[config.mk]
export PLATFORM = sky130hd
export DESIGN_NAME = mask_lfsr
export DESIGN_NICKNAME = d
export VERILOG_FILES = /design/src/common/pwm_pkg.sv /design/src/rtl/mask_lfsr.sv
export SDC_FILE = /design/constraint.sdc
export NUM_CORES = 1
export LEC_CHECK = 0
export BUFFER_PORTS_ARGS = -buffer_cell sky130_fd_sc_hd__buf_4
export CAP_MARGIN = 10
export CORE_ASPECT_RATIO = 1.2
export CORE_UTILIZATION = 50
export DETAILED_ROUTE_END_ITERATION = 8
export PLACE_DENSITY = 0.72
export SKIP_CTS_REPAIR_TIMING = 1
export SLEW_MARGIN = 20
export SYNTH_ARGS = -nofsm -noshare
export SYNTH_HDL_FRONTEND = slang
export SYNTH_SLANG_ARGS = --single-unit
[constraint.sdc]
create_clock -name clk -period 3.5 [get_ports clk]
set_input_delay 0.175 -clock clk [delete_from_list [all_inputs] [get_ports clk]]
set_output_delay 0.175 -clock clk [all_outputs]
set_load 0.02 [all_outputs]
[src/common/pwm_pkg.sv]
//----------------------------------------------------------------------
// shared definitions for the masked pairwise multiplier
// modulus, share width, latencies, register map, mod q add/sub helpers
//----------------------------------------------------------------------
package pwm_pkg;

    localparam int unsigned COEFF_WIDTH = 12;
    localparam logic [COEFF_WIDTH-1:0] MLKEM_Q = 12'd3329;

    // pipeline latencies in clock cycles
    localparam int unsigned MULT_LATENCY = 2;
    localparam int unsigned MASKED_MULT_LATENCY = 3;
    localparam int unsigned PWM_LATENCY = 8;

    // fresh random values per cycle, one per masked multiplier
    localparam int unsigned NUM_RND = 5;

    //------------------------------------------------------------------
    // register map, word addresses
    //------------------------------------------------------------------
    localparam int unsigned WB_ADDR_WIDTH = 5;
    localparam logic [WB_ADDR_WIDTH-1:0] REG_CTRL = 5'd0;
    localparam logic [WB_ADDR_WIDTH-1:0] REG_STATUS = 5'd1;
    localparam logic [WB_ADDR_WIDTH-1:0] REG_OPERAND_BASE = 5'd2;
    localparam logic [WB_ADDR_WIDTH-1:0] REG_RESULT_BASE = 5'd16;
    localparam int unsigned NUM_OPERAND_WORDS = 14;
    localparam int unsigned NUM_RESULT_WORDS = 4;

    // (a + b) mod q, both inputs below q
    function automatic logic [COEFF_WIDTH-1:0] add_mod(input logic [COEFF_WIDTH-1:0] a,
                                                       input logic [COEFF_WIDTH-1:0] b);
        logic [COEFF_WIDTH:0] s;
        s = {1'b0, a} + {1'b0, b};
        if (s >= {1'b0, MLKEM_Q})
            s = s - {1'b0, MLKEM_Q};
        return s[COEFF_WIDTH-1:0];
    endfunction

    // (a - b) mod q, both inputs below q
    function automatic logic [COEFF_WIDTH-1:0] sub_mod(input logic [COEFF_WIDTH-1:0] a,
                                                       input logic [COEFF_WIDTH-1:0] b);
        logic [COEFF_WIDTH-1:0] d;
        d = a - b;
        // wraps mod 2^12, adding q lands back in range
        if (a < b)
            d = d + MLKEM_Q;
        return d;
    endfunction

endpackage

[src/rtl/mask_lfsr.sv]
//----------------------------------------------------------------------
// free-running randomness source for mask refresh
// 64-bit Galois LFSR, NUM_RND values below q every cycle
//----------------------------------------------------------------------
`timescale 1ns/1ns

module mask_lfsr #(
    parameter logic [63:0] SEED = 64'h3c5a_96e1_0f27_b4d9
) (
    input  logic clk,
    input  logic reset_n,
    output logic [pwm_pkg::NUM_RND-1:0][pwm_pkg::COEFF_WIDTH-1:0] rnd
);

    localparam int unsigned W = pwm_pkg::COEFF_WIDTH;
    // x^64 + x^63 + x^61 + x^60 + 1, right-shift form
    localparam logic [63:0] TAPS = 64'hd800_0000_0000_0000;

    logic [63:0] state;
    logic [63:0] state_next;

    // W steps per cycle so each output field gets all new bits
    always_comb begin
        state_next = state;
        for (int i = 0; i < W; i++) begin
            state_next = {1'b0, state_next[63:1]} ^ (state_next[0] ? TAPS : 64'd0);
        end
    end

    always_ff @(posedge clk or negedge reset_n) begin
        if (!reset_n)
            state <= SEED;
        else
            state <= state_next;
    end

    // one conditional subtraction, 4095 - q is already below q
    always_comb begin
        for (int i = 0; i < pwm_pkg::NUM_RND; i++) begin
            rnd[i] = state[i*W +: W];
            if (rnd[i] >= pwm_pkg::MLKEM_Q)
                rnd[i] = rnd[i] - pwm_pkg::MLKEM_Q;
        end
    end

endmodule

# Word-level counts from Yosys, hierarchy flattened
# Index checks and enable logic that the tools add are counted.
# word_totals
reg_bits,64
latchBits,0
ram_bits,0
mem_bits_ro,0
input_bits,2
out_inout_bits,60
word_cells,40
mem_count,0
# op_classes
add_sub_neg,5
n_mul,0
div_mod_pow,0
n_lt_le_gt_ge,5
n_eq_ne,0
shift,0
mux,17
bitwise,12
reduce_logical,0
# op_table
op,count
64-bit two-way mux,12
63-bit by 64-bit XOR with 64-bit output,12
12-bit >= comparator (second input constant),5
12-bit two-way mux,5
12-bit subtractor (second input constant),5

# Depth between registers and ports, before layout
# logic_depth
depth_word,24
mapped_depth,8
depth_no_buf,7

# Worst setup path after synthesis
# No wires, ideal clock.
# synth_timing
path_type,register to output
startpoint,reg state[0]
endpoint,out rnd[4] (netlist bit)
arrival_time_ns,2.089
setup_slack_ns,1.236
path_stages_with_launch,9
n_path_buf,1
path_cell_list,dfstp_2 buf_2 inv_1 ha_1 nand3b_1 and3_1 o221ai_1 or3_1 xnor2_1
# synth_lines
element,line,source
from (decl),mask_lfsr.sv:19,logic [63:0] state;
from (signal assigned),mask_lfsr.sv:34,state <= state_next;
to (decl),mask_lfsr.sv:12,output logic [pwm_pkg::NUM_RND-1:0][pwm_pkg::COEFF_WIDTH-1:0] rnd

==> reports/qor.txt <==
DRT antenna net count - 0
RSZ-0062 raised after global routing - no
Top cell type's share of synthesized area - 0.242
Final min period - 2.70 ns
Clock skew - 0.0112 ns
Area of the core - 6900 µm²
# IOs - 62
Via count - 2571
Final max-slew violation count - 0
Syn_nets - 360
Required time of the critical path - 3.32 ns
Clock buffer depth - 2
Sinks on Clock Net - 64
# setup viols final - 0
Setup tns final - 0 ns
Drt initial violations - 95
GRT Util Overall - 0.223
Synth-to-layout area growth - 19.7%
FF+latch count, synth - 64
Worst-margin pin slew - 0.952 ns
Row cnt - 33
Fmax - 371 MHz
Main synth FF type - dfstp_2
Clock-pin slew on the worst setup and hold paths - 0.08 ns
Setup WS pre-CTS - 1.15 ns
DR pass1 iterations - 4
Layout Nets - 429
Max Cap Violations - 0
Input/output buffers - 61
Routed Wire Length - 7.69 mm
Cells after synthesis - 331
Global-route wire length before repair - 12.5 mm
Dominant cell type by area after synthesis - dfstp_2
Register area share after synthesis - 0.458
Max reg flops - 64
Leak - 2.18 nW
Diodes inserted - 0
Design area - 4290 µm²
Detailed-route wire length per cell - 15.6 µm
H-tree levels - 3
Avg Cell Area, Syn - 10.8 µm²
CTS Buf Count - 9
Die W - 79.3 µm
Status - completed
GPL Wtd Cong - 0.839
Synth area leaders - dfstp_2, dfrtp_1, xnor2_1
Synth unique cells - 51
Final period util - 0.771
Crit path launch type - register
Pwr/cell area - 294 nW/µm²
Detail Placement HPWL - 5.76 mm
Top flop regs - state (64)
Slew HR - 0.362
Die Height - 94.8 µm
Via-per-instance ratio - 5.23
Worst hold slack - 0.386 ns
Worst hold path class - register to register
Most instantiated cells after synthesis - xnor2_1, dfstp_2, dfrtp_1
Worst-Skew Late Latency - 0.32 ns
Die ar. - 7520 µm²
Initial Util - 0.520
Gr ovfl total - 0
Worst setup slack after layout - 0.802 ns
Final core utilization - 0.623
Critical path type - register to output pin
Critical-path maximum fanout - 11
Largest net degree at the start of global routing - 65
Share of cells above drive strength 1 - 0.309
YS warnings - 0
Cell Area, Placed - 4130 µm²
Crit end category - output pin
Most numerous cell in the Yosys netlist - xnor2_1
Number of synthesized flops with an enable pin - 0
CTS tree - done
Clk root buf - clkbuf_8
Fin. Hold Viols - 0
Drc violations - 0
Initial antenna violation count - 0
Asr flop ratio synth - 1.00
Vias in the first global route - 2493
CP arrival - 2.52 ns
Syn Std Cell Area - 3590 µm²
Most flops, register - state
Worst vdd ir - 0.245 mV
layout make-up:
cell class | instances | area, µm²
Inverter | 30 | 113
Clock inverter | 4 | 22.5
Clock buffer | 12 | 135
Sequential cell | 64 | 1640
Timing Repair Buffer | 62 | 468
Fill cell | 555 | 2600
Tap cell | 87 | 109
Multi-Input combinational cell | 233 | 1800
cell usage in the layout (no fill, tap or decap), types with 2 or more instances in the layout:
master    count
dfrtp_1      31
xor2_1       24
a31oi_1       5
a21o_1        2
clkbuf_8      9
nor3_2        6
nand4_1       2
a21oi_1       4
o211a_1       2
nand2_1      21
mux2_1        2
nand3b_1      2
nand3_1      11
o21a_1        3
a21boi_1      5
nor3_1        6
clkbuf_1      3
dfstp_2      33
inv_1        29
clkinv_2      3
nor2b_1       2
nor4_1        7
o21ai_0       2
nor2_2        2
nor2_1       21
xnor2_1      44
o31ai_2       2
o21ai_1       6
buf_4        61
ha_1         27
nor4_2        2
and3_1        3
nand3_2       2
worst max-delay path: stages, from the launching register on:
cell     delay [ns]
dfrtp_1        0.44
nor3_1         0.33
nand3_2        0.14
o31ai_2        0.78
nor4_1         0.14
xor2_1         0.18
buf_4          0.17
kinds of logic after synthesis:
family,count (synthesis),share of synthesized area
simple gates,92,0.140
xor+xnor,68,0.166
flops,64,0.458
compound gates,43,0.0938
buf+inv,34,0.0394
fa+ha+maj,27,0.0942
mux,3,0.00907
worst paths after layout:
path / slack (ns) / from / to / depth (start not counted)
min in group asynchronous: 0.45 / reset_n / state[31] / 2
hold reg to reg: 0.39 / state[49] / state[37] / 0
setup reg to reg: 2.09 / state[7] / state[59] / 4
hold / removal: 0.39 / state[49] / state[37] / 0
max in group asynchronous: 2.54 / reset_n / state[14] / 2
setup / recovery: 0.80 / state[29] / rnd[31] / 6
power by group:
part / leakage (nW) / switching, W / total, W / internal (W)
clock: 0.0801 / 0.000254 / 0.000508 / 0.000254
sequential: 0.773 / 0 / 0.000742 / 0.000742
combinational: 1.33 / 0.0000129 / 0.0000144 / 0.00000145
total: 2.18 / 0.000267 / 0.00126 / 0.000997
stage by stage:
stage / std cells / power, W
final: 492 / 0.00126
after global routing: 492 / 0.00132
after CTS: 491 / 0.00128
after detailed placement: 475 / 0.000768
after global placement: 475 / 0.000768
after floorplan: 331 / 0.000754
routing by layer:
| metal | track usage | wire, µm | vias up |
|---|---|---|---|
| met5 | 0 | 0 | - |
| met4 | 0.0530 | 33 | 0 |
| met3 | 0.0406 | 240 | 4 |
| met2 | 0.370 | 3810 | 66 |
| met1 | 0.302 | 3600 | 1252 |
| li1 | - | - | 1249 |
(Power assumes the default switching activity.)
