<file path="src/common/pwm_pkg.sv">
//----------------------------------------------------------------------
// shared definitions for the masked pairwise multiplier
// modulus, share width, latencies, register map, mod q add/sub helpers
//----------------------------------------------------------------------
package pwm_pkg;

    localparam int unsigned COEFF_WIDTH = 12;
    localparam logic [COEFF_WIDTH-1:0] MLKEM_Q = 12'd3329;

    // pipeline latencies in clock cycles
    localparam int unsigned MULT_LATENCY = 2;
    localparam int unsigned MASKED_MULT_LATENCY = 3;
    localparam int unsigned PWM_LATENCY = 8;

    // fresh random values per cycle, one per masked multiplier
    localparam int unsigned NUM_RND = 5;

    //------------------------------------------------------------------
    // register map, word addresses
    //------------------------------------------------------------------
    localparam int unsigned WB_ADDR_WIDTH = 5;
    localparam logic [WB_ADDR_WIDTH-1:0] REG_CTRL = 5'd0;
    localparam logic [WB_ADDR_WIDTH-1:0] REG_STATUS = 5'd1;
    localparam logic [WB_ADDR_WIDTH-1:0] REG_OPERAND_BASE = 5'd2;
    localparam logic [WB_ADDR_WIDTH-1:0] REG_RESULT_BASE = 5'd16;
    localparam int unsigned NUM_OPERAND_WORDS = 14;
    localparam int unsigned NUM_RESULT_WORDS = 4;

    // (a + b) mod q, both inputs below q
    function automatic logic [COEFF_WIDTH-1:0] add_mod(input logic [COEFF_WIDTH-1:0] a,
                                                       input logic [COEFF_WIDTH-1:0] b);
        logic [COEFF_WIDTH:0] s;
        s = {1'b0, a} + {1'b0, b};
        if (s >= {1'b0, MLKEM_Q})
            s = s - {1'b0, MLKEM_Q};
        return s[COEFF_WIDTH-1:0];
    endfunction

    // (a - b) mod q, both inputs below q
    function automatic logic [COEFF_WIDTH-1:0] sub_mod(input logic [COEFF_WIDTH-1:0] a,
                                                       input logic [COEFF_WIDTH-1:0] b);
        logic [COEFF_WIDTH-1:0] d;
        d = a - b;
        // wraps mod 2^12, adding q lands back in range
        if (a < b)
            d = d + MLKEM_Q;
        return d;
    endfunction

endpackage

</file>
<file path="src/rtl/pwm_regs.sv">
//----------------------------------------------------------------------
// Wishbone classic register block
// operand and result storage, control, status, start/zeroize pulses
//----------------------------------------------------------------------
`timescale 1ns/1ns

module pwm_regs (
    input  logic                               clk,
    input  logic                               reset_n,
    input  logic                               wb_cyc,
    input  logic                               wb_stb,
    input  logic                               wb_we,
    input  logic [pwm_pkg::WB_ADDR_WIDTH-1:0]  wb_adr,
    input  logic [31:0]                        wb_dat_w,
    output logic [31:0]                        wb_dat_r,
    output logic                               wb_ack,
    input  logic                               out_valid,
    input  logic [pwm_pkg::COEFF_WIDTH-1:0]    res0_s0,
    input  logic [pwm_pkg::COEFF_WIDTH-1:0]    res0_s1,
    input  logic [pwm_pkg::COEFF_WIDTH-1:0]    res1_s0,
    input  logic [pwm_pkg::COEFF_WIDTH-1:0]    res1_s1,
    output logic                               zeroize,
    output logic                               in_valid,
    output logic                               accumulate,
    output logic [pwm_pkg::COEFF_WIDTH-1:0]    u0_s0,
    output logic [pwm_pkg::COEFF_WIDTH-1:0]    u0_s1,
    output logic [pwm_pkg::COEFF_WIDTH-1:0]    u1_s0,
    output logic [pwm_pkg::COEFF_WIDTH-1:0]    u1_s1,
    output logic [pwm_pkg::COEFF_WIDTH-1:0]    v0_s0,
    output logic [pwm_pkg::COEFF_WIDTH-1:0]    v0_s1,
    output logic [pwm_pkg::COEFF_WIDTH-1:0]    v1_s0,
    output logic [pwm_pkg::COEFF_WIDTH-1:0]    v1_s1,
    output logic [pwm_pkg::COEFF_WIDTH-1:0]    w0_s0,
    output logic [pwm_pkg::COEFF_WIDTH-1:0]    w0_s1,
    output logic [pwm_pkg::COEFF_WIDTH-1:0]    w1_s0,
    output logic [pwm_pkg::COEFF_WIDTH-1:0]    w1_s1,
    output logic [pwm_pkg::COEFF_WIDTH-1:0]    zeta_s0,
    output logic [pwm_pkg::COEFF_WIDTH-1:0]    zeta_s1
);

    localparam int unsigned W = pwm_pkg::COEFF_WIDTH;

    logic [pwm_pkg::NUM_OPERAND_WORDS-1:0][W-1:0] operand;
    logic [pwm_pkg::NUM_RESULT_WORDS-1:0][W-1:0] result;
    logic acc_q;
    logic busy;
    logic done;
    logic wb_req;
    logic ctrl_wr;
    logic zero_req;
    logic op_sel;
    logic res_sel;
    logic [pwm_pkg::WB_ADDR_WIDTH-1:0] op_off;
    logic [pwm_pkg::WB_ADDR_WIDTH-1:0] res_off;
    logic [31:0] rd_data;

    // new request only while ack is low
    assign wb_req = wb_cyc & wb_stb & ~wb_ack;
    assign ctrl_wr = wb_req & wb_we & (wb_adr == pwm_pkg::REG_CTRL);
    assign zero_req = ctrl_wr & wb_dat_w[2];

    // start goes straight into the pipeline, done follows 8 cycles after the ack
    assign in_valid = ctrl_wr & wb_dat_w[0] & ~wb_dat_w[2] & ~busy;
    assign accumulate = ctrl_wr ? wb_dat_w[1] : acc_q;

    assign op_off = wb_adr - pwm_pkg::REG_OPERAND_BASE;
    assign res_off = wb_adr - pwm_pkg::REG_RESULT_BASE;
    assign op_sel = (wb_adr >= pwm_pkg::REG_OPERAND_BASE) && (wb_adr < pwm_pkg::REG_RESULT_BASE);
    assign res_sel = (wb_adr >= pwm_pkg::REG_RESULT_BASE) &&
                     (res_off < 5'(pwm_pkg::NUM_RESULT_WORDS));

    always_comb begin
        rd_data = '0;
        if (wb_adr == pwm_pkg::REG_CTRL)
            rd_data[1] = acc_q;
        else if (wb_adr == pwm_pkg::REG_STATUS)
            rd_data[1:0] = {done, busy};
        else if (op_sel)
            rd_data[W-1:0] = operand[op_off[3:0]];
        else if (res_sel)
            rd_data[W-1:0] = result[res_off[1:0]];
    end

    always_ff @(posedge clk or negedge reset_n) begin
        if (!reset_n) begin
            wb_ack <= 1'b0;
            wb_dat_r <= '0;
            zeroize <= 1'b0;
            acc_q <= 1'b0;
            busy <= 1'b0;
            done <= 1'b0;
            operand <= '0;
            result <= '0;
        end else begin
            wb_ack <= wb_req;
            zeroize <= zero_req;
            if (wb_req)
                wb_dat_r <= rd_data;
            if (ctrl_wr)
                acc_q <= wb_dat_w[1];
            if (wb_req && wb_we && op_sel)
                operand[op_off[3:0]] <= wb_dat_w[W-1:0];

            if (in_valid) begin
                busy <= 1'b1;
                done <= 1'b0;
            end else if (out_valid && busy) begin
                busy <= 1'b0;
                done <= 1'b1;
                result <= {res1_s1, res1_s0, res0_s1, res0_s0};
            end

            // zeroize overrides everything above
            if (zero_req) begin
                busy <= 1'b0;
                done <= 1'b0;
                operand <= '0;
                result <= '0;
            end
        end
    end

    assign {u0_s1, u0_s0} = {operand[1], operand[0]};
    assign {u1_s1, u1_s0} = {operand[3], operand[2]};
    assign {v0_s1, v0_s0} = {operand[5], operand[4]};
    assign {v1_s1, v1_s0} = {operand[7], operand[6]};
    assign {w0_s1, w0_s0} = {operand[9], operand[8]};
    assign {w1_s1, w1_s0} = {operand[11], operand[10]};
    assign {zeta_s1, zeta_s0} = {operand[13], operand[12]};

endmodule

</file>
<file path="config.mk">
export PLATFORM = sky130hd
export DESIGN_NAME = pwm_regs
export DESIGN_NICKNAME = d
export VERILOG_FILES = /design/src/common/pwm_pkg.sv /design/src/rtl/pwm_regs.sv
export SDC_FILE = /design/constraint.sdc
export NUM_CORES = 1
export LEC_CHECK = 0
export BUFFER_PORTS_ARGS = -buffer_cell sky130_fd_sc_hd__buf_4
export CAP_MARGIN = 20
export CORE_UTILIZATION = 35
export CTS_CLUSTER_SIZE = 16
export DETAILED_ROUTE_END_ITERATION = 8
export HOLD_SLACK_MARGIN = 0.1
export SKIP_CTS_REPAIR_TIMING = 1
export SLEW_MARGIN = 0
export SYNTH_ARGS = -nofsm -noshare
export SYNTH_HDL_FRONTEND = slang
export SYNTH_SLANG_ARGS = --single-unit
</file>
<file path="constraint.sdc">
create_clock -name clk -period 2.7 [get_ports clk]
set_clock_uncertainty 0.2 [all_clocks]
set_input_delay 0.675 -clock clk [delete_from_list [all_inputs] [get_ports clk]]
set_output_delay 0.675 -clock clk [all_outputs]
set_load 0.05 [all_outputs]
</file>
## Word-level counts from Yosys, hierarchy flattened

Index checks and enable logic that the tools add are counted.

| word-level totals | value |
|---|---|
| flip-flop bits (word level) | 233 |
| word-level logic and storage cells | 83 |
| input port bits | 91 |
| output and inout port bits | 204 |

| cells by class | value |
|---|---|
| reduce and logical (&&, ||, !) cells | 11 |
| multiplexer cells | 26 |
| $lt $le $gt $ge | 7 |
| eq/ne operators | 2 |
| bitwise operators | 11 |
| add/subtract/negate cells | 2 |

Operators by type and width:

| kind | number |
|---|---|
| $mux W168 | 2 |
| $bwmux W168 | 1 |
| $mux W48 | 3 |
| $mux W12 | 5 |
| $bmux W12 S4 | 1 |
| $demux W12 S4 | 1 |
| $bmux W12 S2 | 1 |
| $mux W10 | 2 |
| $mux W1 | 9 |
| $and A1 B1 Y1 | 8 |
| $logic_and A1 B1 Y1 | 6 |
| $eq A5 B1 Y1 const B | 1 |
| $ge A5 B2 Y1 const B | 1 |
| $ge A5 B5 Y1 const B | 1 |
| $logic_not A5 Y1 | 1 |
| $lt A4 B5 Y1 const B | 1 |
| $lt A5 B3 Y1 const B | 1 |
| $lt A5 B5 Y1 const B | 1 |
| $sub A5 B5 Y5 const B | 1 |
| $ge A4 B1 Y1 const B | 1 |
| $reduce_bool A2 Y1 | 2 |
| $sub A4 B2 Y4 const B | 1 |
| $lt A2 B3 Y1 const B | 1 |
| $not A1 Y1 | 3 |
| 4 further kinds | 4 |

## Longest topological paths before layout

Gate-level depths: netlist of run 1.

| depth | value |
|---|---|
| depth after elaboration | 9 |
| depth in mapped cells | 11 |
| depth with buffers taken out | 7 |

## Worst setup path after synthesis of run 1

Ideal clock, no wire load.

| timing path | value |
|---|---|
| path kind | input-to-output |
| start point | in wb_adr[0] in the netlist's numbering |
| end point | out in_valid |
| data arrival time | 2.947 ns |
| stages on the path | 4 |
| setup slack | -1.122 ns |
| path buffers | 1 |
| data required time | 1.825 ns |
| path through | buf_2 nor2_1 nand4_2 nor4b_1 |

| between the ends | value |
|---|---|
| cells in the longest elaborated chain, start to end | 5 |

RTL lines:

| item | line | source |
|---|---|---|
| start, declared | pwm_regs.sv:13 | `input logic [pwm_pkg::WB_ADDR_WIDTH-1:0] wb_adr,` |
| $logic_not A5 Y1 | pwm_regs.sv:59 | `assign ctrl_wr = wb_req & wb_we & (wb_adr == pwm_pkg::REG_CTRL);` |
| $and A1 B1 Y1 | pwm_regs.sv:59 |  |
| $and A1 B1 Y1 (3 in series) | pwm_regs.sv:63 | `assign in_valid = ctrl_wr & wb_dat_w[0] & ~wb_dat_w[2] & ~busy;` |
| end, declared | pwm_regs.sv:23 | `output logic in_valid,` |

No other way between the ends.

## Worst setup path in the final report of run 1

| timing path | value |
|---|---|
| start point | in wb_adr[0] in the netlist's numbering |
| end point | out accumulate |

| between the ends | value |
|---|---|
| cells in the longest elaborated chain, start to end | 3 |

RTL lines:

| item | line | source |
|---|---|---|
| $logic_not A5 Y1 | pwm_regs.sv:59 |  |
| $and A1 B1 Y1 | pwm_regs.sv:59 |  |
| $mux W1 | n/a |  |
| end, declared | pwm_regs.sv:24 | `output logic accumulate,` |

No other way between the ends.

==> impl_metrics.json, run 1 <==
{
  "max_cap_viol_count": 0,
  "synth_top_cell_by_area": "dfrtp_1",
  "cts_num_sinks": 233,
  "reg2reg_slack_ns": 0.52,
  "hpwlAfterDp_um": 28100,
  "clock_latency_ns": 0.56,
  "ant_nets": 0,
  "netlist.area_leader.share_pct": 51.9,
  "syn_to_final_growth_pct": 34.4,
  "synthTopCellsByArea": "dfrtp_1 (52%), mux4_2 (9.6%), mux2i_1 (7.8%)",
  "io_buffers": 254,
  "track_usage_pct": 24.3,
  "floorplan.die.height_um": 181,
  "cts_made_buffers": 27,
  "ys_seq_elements": 233,
  "p_leak_nw": 7.52,
  "hold_class": "in -> reg",
  "largest_register": "result",
  "worstMarginPinSlew_ns": 0.510,
  "path_class": "in -> out",
  "synth_area_per_cell_um2": 11.1,
  "die_area_um2": 32800,
  "design_area_um2": 15100,
  "grt_max_degree": 62,
  "worstSetupEndpointType": "primary output",
  "max_freq_mhz": 379,
  "outcome": "complete, no violations",
  "yosysSeqAreaShare_pct": 51.9,
  "startpoint_type": "input pin",
  "first_pass_iters": 5,
  "setup_slack_ns": 0.0636,
  "num_vias": 9455,
  "synth_cell_types": 54,
  "grt_overflow_total": 0,
  "rows": 65,
  "placed_area_um2": 14100,
  "nNetsFinal": 1383,
  "core-area_um2": 31600,
  "boundaryPins": 295,
  "initial_utilization_pct": 35.6,
  "antennaDiodeCount": 0,
  "finalNonFillerCells": 1714,
  "wirelength_um": 39900,
  "ir_drop_uv": 428,
  "powerDensity_nw_per_um2": 708,
  "cts_tree": "done",
  "fill_cells": 2922,
  "slew-limit-headroom_pct": 66.0,
  "cp_max_fo": 19,
  "clock_path_buffers": 3,
  "routedWlPerCell_um": 23.3,
  "die_w_um": 181,
  "p_total_mw": 10.7,
  "timing.hold.ws_ns": 0.143,
  "cts_root_buf": "clkbuf_16",
  "drtIter0Drc": 761,
  "synthFlopType": "dfrtp_1",
  "regArea_um2": 5830,
  "fin_crit_sh_pct": 97.6,
  "synth.cell_area_um2": 11200,
  "largest_reg_flops": 48,
  "drv_slew": 0,
  "hold_viol_final": 0,
  "synth_warnings": 0,
  "synth_most_common_cell": "dfrtp_1",
  "required_ns": 1.82,
  "critPathArrivalTime_ns": 1.76,
  "via_per_inst": 5.52,
  "grt_pass1_wl_um": 60300,
  "setup_viol": 0,
  "synth_edf_count": 0,
  "dp_slack_ns": -0.185,
  "synth_cells": 1015,
  "place.gp.congestion": 0.842,
  "dp.cells": 1660,
  "clkTransAtPathRegs_ns": 0.06,
  "period_minus_slack_ns": 2.64,
  "first_global_vias": 9377,
  "multi_input_area_um2": 4950,
  "ys_top_cells_by_count": "dfrtp_1 (233), nand2_1 (128), a21oi_1 (95)",
  "final_layout_size_suffix_gt1_share_pct": 34.8,
  "post-route-drc-count": 0,
  "async_reset_ff_share_pct": 100,
  "h-tree-depth": 1,
  "antenna_found_initial": 0
}
## cells by family (layout without fill, tap and decap cells)
kind of cell / after synthesis / in the layout / share of synthesized area [%]
AND/OR/NAND/NOR: 320 / 320 / 12.6
flip-flops: 233 / 233 / 51.9
AO/OA/AOI/OAI: 200 / 200 / 12.2
multiplexers: 137 / 137 / 17.6
buffers and inverters: 121 / 399 / 5.42
XOR/XNOR: 2 / 2 / 0.156
adder cells (fa/ha/maj): 1 / 1 / 0.111
other: 1 / 20 / 0.0334
## routing by layer
layer | vias to the layer above | part of all wire (%) | track usage, %
met1 | 4780 | 42 | 33.6
li1 | 4171 | - | -
met4 | 0 | 3.8 | 8.85
met3 | 70 | 8.7 | 5.36
met5 | - | 0 | 0
met2 | 434 | 46 | 37.3
## stage by stage
| stage | utilization [%] | TNS [ns] |
|---|---|---|
| final | 47.8 | 0 |
| after global routing | 47.8 | -0.0214 |
| after CTS | 47.7 | -0.243 |
| after floorplan | - | -0.0134 |
| after detailed placement | 44.7 | -3.03 |
| after global placement | 44.7 | -1.82 |
## final timing paths
kind | from | endpoint | depth (start not counted)
min | res1_s1[3] | result[39] | 2
max | wb_adr[0] | accumulate | 6
max in group asynchronous | reset_n | v0_s1[4] | 3
min in group asynchronous | reset_n | result[23] | 2
max reg2reg | wb_ack | wb_dat_r[10] | 8
min reg2reg | result[7] | result[7] | 1
## area by class of cell
cell class / count / area share, %
tap: 402 / 3.33
sequential: 233 / 38.6
clock inverter: 11 / 0.812
clock buffer: 39 / 5.37
timing repair buffer: 343 / 18.9
inverter: 6 / 0.182
multi-input combinational: 680 / 32.8
## critical path: stages
cell	delay [ns]
buf_6	0.23
buf_4	0.17
nor2_4	0.04
nand4_4	0.10
mux2_2	0.36
buf_6	0.16
## cells in the final DEF, fill, tap and decap left out, types with 3 or more instances in the layout
cell	netlist	routed
o21ai_0	7	7
a221oi_1	10	10
inv_1	5	4
clkinv_2	1	7
buf_4	23	318
buf_6	4	3
buf_12	0	20
dfrtp_1	233	233
nand2_1	128	128
clkbuf_8	0	9
mux4_2	48	48
a21oi_1	95	94
a211oi_1	10	10
nor3_4	1	3
a221o_1	10	10
nand3_1	68	68
and2_1	3	3
a22o_1	53	53
clkbuf_16	0	27
conb_1	1	20
mux2i_1	88	88
clkbuf_1	54	3
nor2_1	94	93
and3_1	3	3
## where the power goes
group          leakage, nW  internal, mW  switching (mW)
clock network        0.467          2.28            1.52
registers             3.17          3.92           0.340
logic                 3.88         0.950            1.67
total                 7.52          7.14            3.54
Power figures use the tool's default switching activity.
==> run 2: changes to the inputs <==
--- a/config.mk
+++ b/config.mk
@@ -5,8 +5,9 @@
 export SDC_FILE = /design/constraint.sdc
 export NUM_CORES = 1
 export LEC_CHECK = 0
+export ABC_AREA = 1
 export BUFFER_PORTS_ARGS = -buffer_cell sky130_fd_sc_hd__buf_4
-export CAP_MARGIN = 20
+export CAP_MARGIN = 40
 export CORE_UTILIZATION = 35
 export CTS_CLUSTER_SIZE = 16
 export DETAILED_ROUTE_END_ITERATION = 8
@@ -16,3 +17,4 @@
 export SYNTH_ARGS = -nofsm -noshare
 export SYNTH_HDL_FRONTEND = slang
 export SYNTH_SLANG_ARGS = --single-unit
+export TNS_END_PERCENT = 5
==> run 2 against run 1 <==
  * Power grew 8.5%
  * Count of clock-buffer cells in the layout shrank 6
  * Worst setup slack lost 0.034 ns
  * Wire length grew 8.9%
  * Non-clock buffer count grew 10
  * Combinational power grew 31%
  * Via count grew 20%
  * Largest power group unchanged
  * First-iteration DRC count grew 53%
  * Maximum frequency shrank 1.3%
  * Hold slack gained 0.026 ns
  * Register-to-register slack is essentially flat
==> impl_metrics.json, run 2 <==
{
  "outcome": "complete, no violations",
  "post-route-drc-count": 0,
  "required_ns": 1.82,
  "synth.cell_area_um2": 11400,
  "ys_top_cells_by_count": "nand2_1 (405), dfrtp_1 (233), nand3_1 (181)",
  "synth_cell_types": 32,
  "cts_root_buf": "clkbuf_16",
  "dp_slack_ns": -0.0753,
  "cpMaxStageDelayCell": "nor3_4",
  "synth_edf_count": 0,
  "path_buf_inv": 3,
  "reg2reg_slack_ns": 0.51,
  "core-area_um2": 31800,
  "hold_class": "in -> reg",
  "setup_viol": 0,
  "h-tree-depth": 1,
  "io_buffers": 254,
  "routedWlPerCell_um": 19.8,
  "via_per_inst": 5.18,
  "synthTopCellsByArea": "dfrtp_1 (51%), nand2_1 (13%), nand3_1 (8.0%)",
  "largest_register": "result",
  "ir_drop_uv": 401,
  "cts_num_sinks": 233,
  "num_vias": 11400,
  "final_cell_mix": "nand2_1 (403), buf_4 (331), dfrtp_1 (233)",
  "cpPeakStageDelay_ns": 0.23,
  "antenna_found_initial": 3,
  "reg2reg_from": "wb_ack",
  "synth_warnings": 0,
  "grt_pass1_wl_um": 65800,
  "die_area_um2": 33200,
  "die_w_um": 182,
  "clock_path_buffers": 3,
  "drv_slew": 0,
  "fin_util_pct": 47.9,
  "cp_max_fo": 4,
  "ys_seq_elements": 233,
  "place.gp.congestion": 0.926,
  "synthFlopType": "dfrtp_1",
  "setup_slack_ns": 0.0292,
  "worstSetupEndpointType": "primary output",
  "final_layout_size_suffix_gt1_share_pct": 25.0,
  "synth_most_common_cell": "nand2_1",
  "grt_overflow_total": 0,
  "crit_start": "wb_adr[0]",
  "hold_viol_final": 0,
  "mostFrequentLayoutCell": "nand2_1",
  "path_class": "in -> out",
  "synth_area_per_cell_um2": 7.85,
  "critPathArrivalTime_ns": 1.80,
  "rsz0062_at_grt": "yes",
  "cpLargestDelayFamily": "simple AND/OR/NAND/NOR gates",
  "synth_cells": 1450,
  "timing.rr.end": "v0_s1[1]",
  "period_minus_slack_ns": 2.67,
  "worstRegToRegCells": 10,
  "drtIter0Drc": 1165,
  "synth_top_cell_by_area": "dfrtp_1",
  "fin_crit_sh_pct": 98.9,
  "slew-limit-headroom_pct": 55.6,
  "floorplan.die.height_um": 182,
  "path_depth": 7,
  "cts_tree": "done",
  "first_global_vias": 11000,
  "multi_input_area_um2": 4710,
  "track_usage_pct": 26.0,
  "dp.cells": 2148,
  "crit_end": "in_valid",
  "max_freq_mhz": 374,
  "nNetsFinal": 1835,
  "cp_cell_sequence": "buf_4 > nor2_4 > nand3_4 > nor3_4 > nand4_1 > inv_2 > buf_8",
  "worstMarginPinSlew_ns": 0.666,
  "p_leak_nw": 8.13,
  "timing.hold.ws_ns": 0.168,
  "wirelength_um": 43400,
  "startpoint_type": "input pin",
  "grt_max_degree": 94,
  "cts_made_buffers": 26,
  "async_reset_ff_share_pct": 100,
  "ant_nets": 0,
  "largest_reg_flops": 48,
  "clock_latency_ns": 0.56,
  "rows": 65,
  "max_cap_viol_count": 0,
  "initial_utilization_pct": 35.8,
  "fill_cells": 3155,
  "boundaryPins": 295,
  "hpwlAfterDp_um": 31200,
  "powerDensity_nw_per_um2": 761,
  "yosysSeqAreaShare_pct": 51.2,
  "min_from": "res1_s1[6]",
  "first_pass_iters": 7,
  "finalNonFillerCells": 2197,
  "netlist.area_leader.share_pct": 51.2,
  "syn_to_final_growth_pct": 33.8,
  "regArea_um2": 5830,
  "clkTransAtPathRegs_ns": 0.06
}
[run 2: cell types whose count changed in the layout (fill, tap and decap cells not counted), sizes merged, moves of 53 or more]
cell	before	now
o21ai	7	87
nor2	94	148
mux2i	88	0
a22o	53	0
inv	7	97
nand3	68	182
nand2	128	417
[run 2: logic make-up (layout without fill, tap and decap cells)]
kind of cell	Yosys count	in the layout	share of synthesized area (%)
XOR/XNOR	1	1	0.0770
flip-flops	233	233	51.2
AND/OR/NAND/NOR	761	761	28.3
AO/OA/AOI/OAI	246	246	11.8
adder cells (fa/ha/maj)	1	1	0.110
other	1	21	0.0330
buffers and inverters	207	499	8.39
[run 2: report_power, final]
| part | switching [mW] | internal (mW) |
|---|---|---|
| clock network | 1.52 | 2.09 |
| registers | 0.449 | 4.10 |
| logic | 2.36 | 1.07 |
[run 2: worst min-delay path by stage]
stage	to	slack, ns	depth (start not counted)
after CTS	w1_s1[9]	-0.11	1
after detailed placement	wb_dat_r[2]	0.27	2
after global placement	wb_dat_r[2]	0.27	2
final	result[42]	0.17	3
after global routing	result[47]	0.16	3
after floorplan	acc_q	0.18	0
[run 2: cell type report]
cell class,instances,area share [%]
antenna,1,0.0164
clock inverter,13,0.879
multi-input combinational,1029,30.9
inverter,100,2.50
sequential,233,38.3
timing repair buffer,353,19.0
tap,435,3.58
clock buffer,33,4.78
[run 2: stage by stage]
step	cell area, um^2	total power [mW]	setup TNS (ns)
floorplan	11500	6.70	0
global placement	14300	7.97	-0.264
detailed placement	14300	8.02	-0.355
CTS	15200	11.6	-0.281
global route	15200	12.1	-0.0851
finish	15200	11.6	0
[run 2: worst min-delay path, delay by kind of cell]
family | cells | cell delay [ns]
buf+inv | 1 | 0.08
simple gates | 2 | 0.11
[run 2: metal layers]
layer	global-route usage (%)	vias up	routed length [um]
met3	4.63	91	3750
met5	0	-	27
met1	36.4	5463	18500
li1	-	5309	-
met2	40.5	521	19700
met4	9.41	4	1460
==> run 3: changes to the inputs <==
--- a/config.mk
+++ b/config.mk
@@ -12,6 +12,7 @@
 export CTS_CLUSTER_SIZE = 16
 export DETAILED_ROUTE_END_ITERATION = 8
 export HOLD_SLACK_MARGIN = 0.1
+export RECOVER_POWER = 100
 export SKIP_CTS_REPAIR_TIMING = 1
 export SLEW_MARGIN = 0
 export SYNTH_ARGS = -nofsm -noshare
==> run 3 against run 2 <==
  * The run now ends with max-capacitance violations, max-slew violations left
  * Sequential share of layout area barely moved
  * Die area unchanged
  * Power fell by 0.11%
  * Largest cell class unchanged
  * Utilization is essentially flat
==> impl_metrics.json, run 3 (synthesis gave the netlist of run 2 again) <==
{
  "outcome": "finished, violations left",
  "violations": "max-capacitance violations, max-slew violations",
  "path_depth": 7,
  "die_w_um": 182,
  "cpPeakStageDelay_ns": 0.23,
  "mostFrequentLayoutCell": "nand2_1",
  "hold_viol_final": 0,
  "path_buf_inv": 3,
  "syn_to_final_growth_pct": 33.7,
  "first_global_vias": 11000,
  "crit_start": "wb_adr[0]",
  "worstSetupEndpointType": "primary output",
  "core-area_um2": 31800,
  "period_minus_slack_ns": 2.67,
  "place.gp.congestion": 0.926,
  "clock_latency_ns": 0.56,
  "final_layout_size_suffix_gt1_share_pct": 25.0,
  "setup_viol": 0,
  "max_freq_mhz": 374,
  "nNetsFinal": 1835,
  "required_ns": 1.82,
  "powerDensity_nw_per_um2": 761,
  "h-tree-depth": 1,
  "dp_slack_ns": -0.0753,
  "ant_nets": 0,
  "grt_max_degree": 94,
  "cts_tree": "done",
  "first_pass_iters": 5,
  "max_cap_viol_count": 1,
  "routedWlPerCell_um": 19.7,
  "largest_reg_flops": 48,
  "path_class": "in -> out",
  "io_buffers": 254,
  "rsz0062_at_grt": "yes",
  "drv_slew": 62,
  "fin_setup_tns_ns": 0,
  "clkTransAtPathRegs_ns": 0.06,
  "timing.rr.end": "v0_s1[9]",
  "startpoint_type": "input pin",
  "cts_root_buf": "clkbuf_16",
  "grt_pass1_wl_um": 65800,
  "p_leak_nw": 8.13,
  "largest_register": "result",
  "boundaryPins": 295,
  "via_per_inst": 5.19,
  "critPathArrivalTime_ns": 1.80,
  "drtIter0Drc": 1143,
  "fin_crit_sh_pct": 99.0,
  "crit_end": "in_valid",
  "post-route-drc-count": 0,
  "grt_overflow_total": 0,
  "antenna_found_initial": 3,
  "rows": 65,
  "hpwlAfterDp_um": 31200,
  "track_usage_pct": 26.0,
  "slew-limit-headroom_pct": -17.6,
  "worstMarginPinSlew_ns": 1.76,
  "ir_drop_uv": 398,
  "num_vias": 11400,
  "cpMaxStageDelayCell": "nor3_4",
  "setup_slack_ns": 0.0265,
  "reg2reg_slack_ns": 0.51,
  "cpLargestDelayFamily": "simple AND/OR/NAND/NOR gates",
  "reg2reg_from": "wb_ack",
  "cts_num_sinks": 233,
  "worstRegToRegCells": 10,
  "wirelength_um": 43400,
  "initial_utilization_pct": 35.8,
  "final_cell_mix": "nand2_1 (403), buf_4 (331), dfrtp_1 (233)",
  "hold_class": "in -> reg",
  "die_area_um2": 33200,
  "cp_cell_sequence": "buf_4 > nor2_4 > nand3_4 > nor3_4 > nand4_1 > inv_2 > buf_8",
  "floorplan.die.height_um": 182,
  "clock_path_buffers": 3,
  "cp_max_fo": 4,
  "fill_cells": 3156,
  "cts_made_buffers": 26
}
## run 3: worst min-delay path: cells and delay by family
family,cells,cell delay [ns]
buffers and inverters,1,0.08
AND/OR/NAND/NOR,2,0.11
## run 3: final cells by class
class	count	area [um^2]	share of cell area (%)
timing repair buffer	353	2890	19.0
inverter	100	380	2.50
antenna	1	2.50	0.0165
tap	435	544	3.58
multi-input combinational	1029	4710	30.9
sequential	233	5830	38.3
clock buffer	33	727	4.78
clock inverter	13	134	0.880
## run 3: power breakdown
group	leakage, nW	internal (mW)	switching [mW]	total [mW]
clock network	0.422	2.09	1.51	3.60
logic	4.79	1.07	2.36	3.42
registers	2.92	4.10	0.447	4.55
## run 3: routing by layer
layer | GRT usage [%] | wire (um) | vias up
li1 | - | - | 5307
met3 | 4.63 | 3920 | 92
met1 | 36.4 | 18300 | 5429
met2 | 40.5 | 19600 | 563
met4 | 9.41 | 1520 | 4
met5 | 0 | 27 | -
## run 3: per-stage QoR
| step | cell area [um^2] | cells | hold slack (ns) | utilization, % | total power, mW |
|---|---|---|---|---|---|
| floorplan | 11500 | 1469 | 0.179 | - | 6.70 |
| global placement | 14300 | 2148 | 0.270 | 45.0 | 7.97 |
| detailed placement | 14300 | 2148 | 0.267 | 45.0 | 8.02 |
| CTS | 15200 | 2194 | -0.106 | 47.7 | 11.6 |
| global route | 15200 | 2196 | 0.158 | 47.8 | 12.1 |
| finish | 15200 | 2197 | 0.169 | 47.8 | 11.6 |
## run 3: how the worst min path moves through the flow
| stage | startpoint | end | slack [ns] | cells past startpoint |
|---|---|---|---|---|
| CTS | reset_n | w1_s1[9] | -0.11 | 1 |
| floorplan | reset_n | acc_q | 0.18 | 0 |
| global route | res1_s1[11] | result[47] | 0.16 | 3 |
| finish | res1_s1[6] | result[42] | 0.17 | 3 |
| detailed placement | wb_dat_r[2] | wb_dat_r[2] | 0.27 | 2 |
| global placement | wb_dat_r[2] | wb_dat_r[2] | 0.27 | 2 |
